### config.mk
export PLATFORM = sky130hd
export DESIGN_NAME = twdl_cordic
export DESIGN_NICKNAME = d
export VERILOG_FILES = /design/src/twdl_pkg.sv /design/src/twdl_cordic.sv
export SDC_FILE = /design/constraint.sdc
export NUM_CORES = 2
export LEC_CHECK = 0
export ABC_AREA = 1
export BUFFER_PORTS_ARGS = -buffer_cell sky130_fd_sc_hd__buf_2
export CAP_MARGIN = 20
export CELL_PAD_IN_SITES_DETAIL_PLACEMENT = 1
export CELL_PAD_IN_SITES_GLOBAL_PLACEMENT = 1
export CORE_MARGIN = 3
export CORE_UTILIZATION = 50
export CTS_BUF_LIST = sky130_fd_sc_hd__clkbuf_8
export DETAILED_ROUTE_END_ITERATION = 8
export GPL_TIMING_DRIVEN = 0
export PLACE_DENSITY = 0.85
export SLEW_MARGIN = 20
export SYNTH_ARGS = -nofsm -noshare
export SYNTH_HDL_FRONTEND = slang
export SYNTH_SLANG_ARGS = --single-unit
### constraint.sdc
create_clock -name clk -period 4.3 [get_ports clk]
set_clock_uncertainty 0.15 [all_clocks]
set_input_delay 0.43 -clock clk [delete_from_list [all_inputs] [get_ports clk]]
set_output_delay 0.43 -clock clk [all_outputs]
set_load 0.005 [all_outputs]
### src/twdl_pkg.sv
`default_nettype none

package twdl_pkg;

	// sample and twiddle formats
	localparam int w_data = 18;
	localparam int w_twdl = 16;
	localparam int w_phase = 16;
	localparam int n_lanes = 5;

	// one complex sample, Q1.17 per component
	typedef struct packed {
		logic signed [w_data-1:0] re;
		logic signed [w_data-1:0] im;
	} cplx_t;

	typedef cplx_t [n_lanes-1:0] lane_vec_t;

	// radix code, 2 to 5
	typedef logic [2:0] factor_t;

	// rotation engine
	localparam int cordic_iter = 14;
	// 16384 / 1.647
	localparam int cordic_x0 = 9948;

	// atan(2^-i) scaled to 65536 per turn
	localparam logic signed [w_phase-1:0] atan_tab [0:cordic_iter-1] = '{
		16'sd8192,
		16'sd4836,
		16'sd2555,
		16'sd1297,
		16'sd651,
		16'sd326,
		16'sd163,
		16'sd81,
		16'sd41,
		16'sd20,
		16'sd10,
		16'sd5,
		16'sd3,
		16'sd1
	};

	// pipeline depths
	localparam int lat_cordic = 15;
	localparam int lat_powers = 4;
	localparam int lat_mult = 3;
	localparam int lat_total = lat_cordic + lat_powers + lat_mult;

endpackage

`default_nettype wire

### src/twdl_cordic.sv
`timescale 1ns/1ps
`default_nettype none

module twdl_cordic #(
	parameter int w_phase = twdl_pkg::w_phase,
	parameter int w_twdl = twdl_pkg::w_twdl
) (
	input  wire                      clk,
	input  wire                      rst_n,
	input  wire        [w_phase-1:0] phase,
	output logic signed [w_twdl-1:0] tw_re,
	output logic signed [w_twdl-1:0] tw_im
);

	import twdl_pkg::*;

	// two guard bits for the gain growth inside the iterations
	localparam int w_cw = w_twdl + 2;
	localparam logic signed [w_cw-1:0] x_start = w_cw'(cordic_x0);

	// stage 0 holds the folded input and stage i+1 the result of iteration i
	logic signed [w_cw-1:0]    x_q [0:cordic_iter];
	logic signed [w_cw-1:0]    y_q [0:cordic_iter];
	// residual angle that steers iteration i
	logic signed [w_phase-1:0] z_q [0:cordic_iter-1];

	// quadrant fold of the start vector
	always_ff @(posedge clk) begin
		if (!rst_n) begin
			x_q[0] <= '0;
			y_q[0] <= '0;
			z_q[0] <= '0;
		end else begin
			case (phase[w_phase-1 -: 2])
				2'd0: begin
					x_q[0] <= x_start;
					y_q[0] <= '0;
				end
				2'd1: begin
					x_q[0] <= '0;
					y_q[0] <= x_start;
				end
				2'd2: begin
					x_q[0] <= -x_start;
					y_q[0] <= '0;
				end
				default: begin
					x_q[0] <= '0;
					y_q[0] <= -x_start;
				end
			endcase
			// residual of 0 to 90 degrees that iteration 0 recentres
			z_q[0] <= {2'b00, phase[w_phase-3:0]};
		end
	end

	// shift-add rotations with one register per iteration
	always_ff @(posedge clk) begin
		if (!rst_n) begin
			for (int i = 0; i < cordic_iter; i++) begin
				x_q[i+1] <= '0;
				y_q[i+1] <= '0;
			end
			for (int i = 1; i < cordic_iter; i++) begin
				z_q[i] <= '0;
			end
		end else begin
			for (int i = 0; i < cordic_iter; i++) begin
				if (!z_q[i][w_phase-1]) begin
					x_q[i+1] <= x_q[i] - (y_q[i] >>> i);
					y_q[i+1] <= y_q[i] + (x_q[i] >>> i);
				end else begin
					x_q[i+1] <= x_q[i] + (y_q[i] >>> i);
					y_q[i+1] <= y_q[i] - (x_q[i] >>> i);
				end
			end
			// the last iteration leaves no residual behind
			for (int i = 0; i < cordic_iter - 1; i++) begin
				if (!z_q[i][w_phase-1]) begin
					z_q[i+1] <= z_q[i] - atan_tab[i];
				end else begin
					z_q[i+1] <= z_q[i] + atan_tab[i];
				end
			end
		end
	end

	// magnitude stays near 16384 so the guard bits are dropped
	assign tw_re = x_q[cordic_iter][w_twdl-1:0];
	assign tw_im = y_q[cordic_iter][w_twdl-1:0];

endmodule

`default_nettype wire

# Word-level counts from Yosys, hierarchy flattened
# Memory sizes are Yosys's and may differ from the RTL's.
# Cells that the tools add are included.
dict set report totals {
  memories 3
  out_inout_bits 32
  register_bits 0
  wordCells 368
  ram_bits 764
}
# memory depth width rd rd_ports_with_merged_regs write_ports line
set mem_list {}
lappend mem_list {x_q 15 18 15 0 15 twdl_cordic.sv:22} ;# logic signed [w_cw-1:0] x_q [0:cordic_iter];
lappend mem_list {y_q 15 18 15 0 15 twdl_cordic.sv:23} ;# logic signed [w_cw-1:0] y_q [0:cordic_iter];
lappend mem_list {z_q 14 16 14 0 14 twdl_cordic.sv:25} ;# logic signed [w_phase-1:0] z_q [0:cordic_iter-1];
dict set report classes {
  reduce_logical 2
  n_mux 189
  bitwise_logic 91
  add_sub_neg 81
  n_eq_ne 2
}
# operator count
set ops {}
lappend ops {{$mux W18} 64}
lappend ops {{$mux W16} 27}
lappend ops {{$mux W1} 98}
lappend ops {{$or A1 B1 Y1} 91}
lappend ops {{$add A18 B10 Y18} 2}
lappend ops {{$add A18 B11 Y18} 2}
lappend ops {{$add A18 B12 Y18} 2}
lappend ops {{$add A18 B13 Y18} 2}
lappend ops {{$add A18 B14 Y18} 2}
lappend ops {{$add A18 B15 Y18} 2}
lappend ops {{$add A18 B16 Y18} 2}
lappend ops {{$add A18 B17 Y18} 2}
lappend ops {{$add A18 B5 Y18} 2}
lappend ops {{$add A18 B6 Y18} 2}
lappend ops {{$add A18 B7 Y18} 2}
lappend ops {{$add A18 B8 Y18} 2}
lappend ops {{$add A18 B9 Y18} 2}
lappend ops {{$sub A18 B10 Y18} 2}
lappend ops {{$sub A18 B11 Y18} 2}
lappend ops {{$sub A18 B12 Y18} 2}
lappend ops {{$sub A18 B13 Y18} 2}
lappend ops {{$sub A18 B14 Y18} 2}
lappend ops {{$sub A18 B15 Y18} 2}
lappend ops {{$sub A18 B16 Y18} 2}
lappend ops {{38 further kinds} 45}

# Longest topological paths before layout
dict set report logic_depth {
  depth_word 8
  ltp_mapped 22
  ltp_nobuf 22
}

# Least setup slack after synthesis
# Ideal clock, no wire load.
dict set report synth_path {
  path_kind {in2reg}
  start {input port rst_n}
  end {memory x_q[11][16] (netlist bit), data pin}
  path_slack_ns 1.130
  cell_stages 14
  path_buffers 3
  required_time_ns 3.897
  setup_time_ns 0.253
  arrival_ns 2.767
  cell_sequence {buf_6 -> nand2_1 -> buf_2 -> buf_1 -> o21ai_0 -> fa_1 -> nand2_1 -> nand2_1 -> o21ai_0 -> o21ai_0 -> nand2_1 -> nand2_1 -> nor2_1 -> nor2_1}
}
# item line
set synth_rtl {}
lappend synth_rtl {{start, declared} twdl_cordic.sv:9} ;# input wire rst_n,
lappend synth_rtl {{end, declared} twdl_cordic.sv:22}

==> results.json <==
{
  "place.gp.congestion": 0.976,
  "irDropWorstVdd_mv": 0.369,
  "synth_top_flop_cell": "edfxtp_1",
  "die_h_um": 363,
  "grt_remaining_overflow": 0,
  "ys_ff_latch": 703,
  "status": "finished clean",
  "cpLargestDelayFamily": "compound AO/OA/AOI/OAI gates",
  "drtAntennaViolNets": 0,
  "drv_cap": 0,
  "async_flop_share": 0,
  "r2r_start": "z_q[2][15]",
  "dieArea_um2": 132000,
  "cp_cell_sequence": "nand2_2 > buf_2 > buf_2 > nand2_1 > xor2_1 > ha_1 > o21ai_0 > o21ai_0 > nand2_1 > nand2_1 > o21ai_0 > nor2_1",
  "drive_above_1_share": 0.0373,
  "drt_pass1_iterations": 5,
  "startpoint": "z_q[2][15]",
  "io_buffers": 48,
  "power.switching_uw": 25300,
  "drtIter0Drc": 4130,
  "core_um2": 126000,
  "ys_seq_area_frac": 0.323,
  "reg2reg_depth": 12,
  "avgSynthCellArea_um2": 7.21,
  "cts.path.max_buffers": 3,
  "die_w_um": 363,
  "setup_viol": 0,
  "max_freq_mhz": 259,
  "htree_levels": 4,
  "wl_per_cell_um": 20.4,
  "synth_edf_count": 644,
  "viasPerCell": 5.65,
  "cts_sinks": 703,
  "grtUsageTotal": 0.349,
  "drc": 0,
  "clk_latency_ns": 0.88,
  "slew_viol_final": 0,
  "worst-path-stages": 12,
  "io_pins": 50,
  "p_sw_frac": 0.521,
  "hold_viol": 0,
  "root_buffer": "clkbuf_8",
  "dp_cells": 11200,
  "vias": 64600,
  "hpwl_um": 188000,
  "drt_wl_total_um": 233000,
  "pwr-share-clk": 0.140,
  "finalCritPeriodShare": 0.897,
  "tightest_slew_ns": 0.985,
  "crit_type": "reg -> reg",
  "stdcell_count": 11400,
  "ys_types": 49,
  "cts.clk_slew.worst_paths_ns": 0.07,
  "hold_depth": 4,
  "layout.nets": 10400,
  "syn_inst": 8818,
  "pwr-share-comb": 0.612,
  "start_util": 0.505,
  "cts_buffers": 137,
  "flow.area_growth_from_synthesis_pct": 11.8,
  "cts_setup_buffers": 0,
  "powerDensity_nw_per_um2": 682,
  "cts_tree": "yes",
  "grt_pass1_vias": 66600,
  "critPathMaxFanout": 20,
  "p_seq_frac": 0.248,
  "antenna_found_initial": 15,
  "rows": 130,
  "cp_slowest_cell": "buf_2",
  "fin_crit_ns": 3.86,
  "yosys_warnings": 0,
  "critPathMaxStageDelay_ns": 0.49,
  "rsz0062_at_grt": "no",
  "p_int_uw": 23200,
  "cp_data_arrival_time_ns": 4.31,
  "worstPathBufferInverterCount": 2,
  "slew_headroom": 0.343,
  "grt_max_degree": 24,
  "end_kind": "flop",
  "startpoint_type": "flop",
  "syn_area_um2": 63600,
  "finalPower_uw": 48500,
  "hp-class": "in -> reg",
  "p_leak_uw": 0.0357,
  "hp-start": "phase[2]",
  "required_ns": 4.75,
  "grt_pass1_wl_um": 361000
}
[flip-flops by register name, indices dropped and copies added, names as in the netlist]
| register | flops |
|---|---|
| y_q | 248 |
| x_q | 250 |
| z_q | 205 |
[path summary, 6_finish.rpt]
kind,end,slack (ns)
worst min-delay path,z_q[0][2],0.13
worst max register to register,y_q[5][12],0.44
worst max-delay path,y_q[5][12],0.44
worst min register to register,z_q[0][30],0.24
[cells in the mapped netlist, types with 2 or more instances]
cell,instances,share of area
nand2_1,2033,0.12
nor2_1,1120,0.066
inv_1,1038,0.061
a21oi_1,984,0.077
ha_1,677,0.13
edfxtp_1,644,0.30
nand3_1,608,0.048
o21ai_0,604,0.048
xor2_1,164,0.023
a21o_1,127,0.015
o21a_1,92,0.011
nor3_1,79,0.0062
o21bai_1,78,0.0092
buf_2,74,0.0058
dfxtp_1,59,0.019
nand4_1,53,0.0052
xnor2_1,52,0.0072
clkbuf_1,47,0.0028
fa_1,41,0.013
a21boi_0,36,0.0042
a31oi_1,30,0.0030
nand3b_1,29,0.0034
o31ai_1,24,0.0028
nor4_1,23,0.0023
or2_2,15,0.0015
inv_2,13,0.00077
and2_1,12,0.0012
a211oi_1,8,0.00094
nand2_2,8,0.00079
buf_1,6,0.00035
o211ai_1,6,0.00071
buf_6,4,0.00071
o22ai_1,4,0.00039
nand2_4,3,0.00053
nor2_2,3,0.00030
o21ai_1,3,0.00024
clkbuf_2,2,0.00016
clkinv_1,2,0.00012
o2111ai_1,2,0.00028
o32ai_1,2,0.00028
[worst reg2reg max path, stage by stage, from the launching register on]
cell      delay [ns]
edfxtp_1        0.38
nand2_2         0.19
buf_2           0.28
buf_2           0.49
nand2_1         0.18
xor2_1          0.32
ha_1            0.34
o21ai_0         0.49
o21ai_0         0.35
nand2_1         0.14
nand2_1         0.07
o21ai_0         0.15
nor2_1          0.06
[what timing repair did]
action                    in CTS  in global routing
hold endpoints to repair      20                  0
hold buffers                  17                  0
gates resized for setup        0                  0
[cells by family (layout without fill, tap and decap cells)]
family,count (synthesis),after routing,share of synthesized area
simple gates,3988,3988,0.256
compound gates,2004,2004,0.173
buf+inv,1187,1495,0.0721
fa+ha+maj,718,718,0.146
flops,703,703,0.323
xor+xnor,217,217,0.0300
other cells,1,650,0.0000590
[power by group through the flow]
stage / sequential, uW / clock [uW] / combinational (uW)
after global placement: 12000 / 0 / 27600
after CTS: 12000 / 6860 / 29200
after detailed placement: 12100 / 0 / 28800
after global routing: 12100 / 7170 / 33400
final: 12000 / 6770 / 29700
after floorplan: 11000 / 0 / 20900
[per-stage QoR]
stage	worst slack [ns]	TNS, ns	hold WS (ns)	cell area, um2	util
after floorplan	1.13	0	0.218	66000	-
after global placement	-0.0204	-0.0221	0.221	68300	0.543
after CTS	0.207	0	0.0533	71100	0.565
after global routing	0.245	0	0.116	71100	0.565
after detailed placement	0.0407	0	0.236	68300	0.543
final	0.444	0	0.131	71100	0.565
[layer usage]
layer,up-vias,track usage,share of wire
met5,-,0,0.00012
met4,4,0.148,0.045
met3,525,0.0499,0.056
met2,1711,0.605,0.48
met1,31400,0.433,0.42
li1,30900,-,-
[cells in the final DEF (no fill, tap or decap), types with 5 or more instances in the layout]
cell type | synthesis | routed
or2_2 | 15 | 15
o21bai_1 | 78 | 78
buf_2 | 74 | 124
a211oi_1 | 8 | 8
xor2_1 | 164 | 164
ha_1 | 677 | 677
xnor2_1 | 52 | 52
nand3b_1 | 29 | 29
o31ai_1 | 24 | 24
nor3_1 | 79 | 79
nor2_1 | 1120 | 1120
diode_2 | 0 | 6
inv_1 | 1038 | 1078
clkbuf_1 | 47 | 36
edfxtp_1 | 644 | 644
bufinv_16 | 0 | 6
clkbuf_8 | 0 | 144
dfxtp_1 | 59 | 59
o21a_1 | 92 | 92
clkinv_2 | 0 | 12
o211ai_1 | 6 | 6
clkinv_1 | 2 | 31
nand3_1 | 608 | 608
a31oi_1 | 30 | 30
a21o_1 | 127 | 127
fa_1 | 41 | 41
conb_1 | 1 | 644
dlygate4sd3_1 | 0 | 17
inv_8 | 0 | 5
nor4_1 | 23 | 23
nand2_2 | 8 | 8
a21oi_1 | 984 | 984
nand4_1 | 53 | 53
clkbuf_2 | 2 | 15
o21ai_0 | 604 | 604
inv_2 | 13 | 13
a21boi_0 | 36 | 36
and2_1 | 12 | 12
nand2_1 | 2033 | 2033
[area by class of cell]
type | instances | area (um2)
repair buffers | 65 | 410
plain buffers | 134 | 651
clock inverters | 99 | 612
multi-input cells | 7571 | 40900
inverters | 1053 | 3950
well taps | 1650 | 2060
flip-flops and latches | 703 | 20500
fillers | 16900 | 54800
diodes | 6 | 15.0
clock buffers | 144 | 1980
Note: power is estimated with default switching activity, not from simulation.
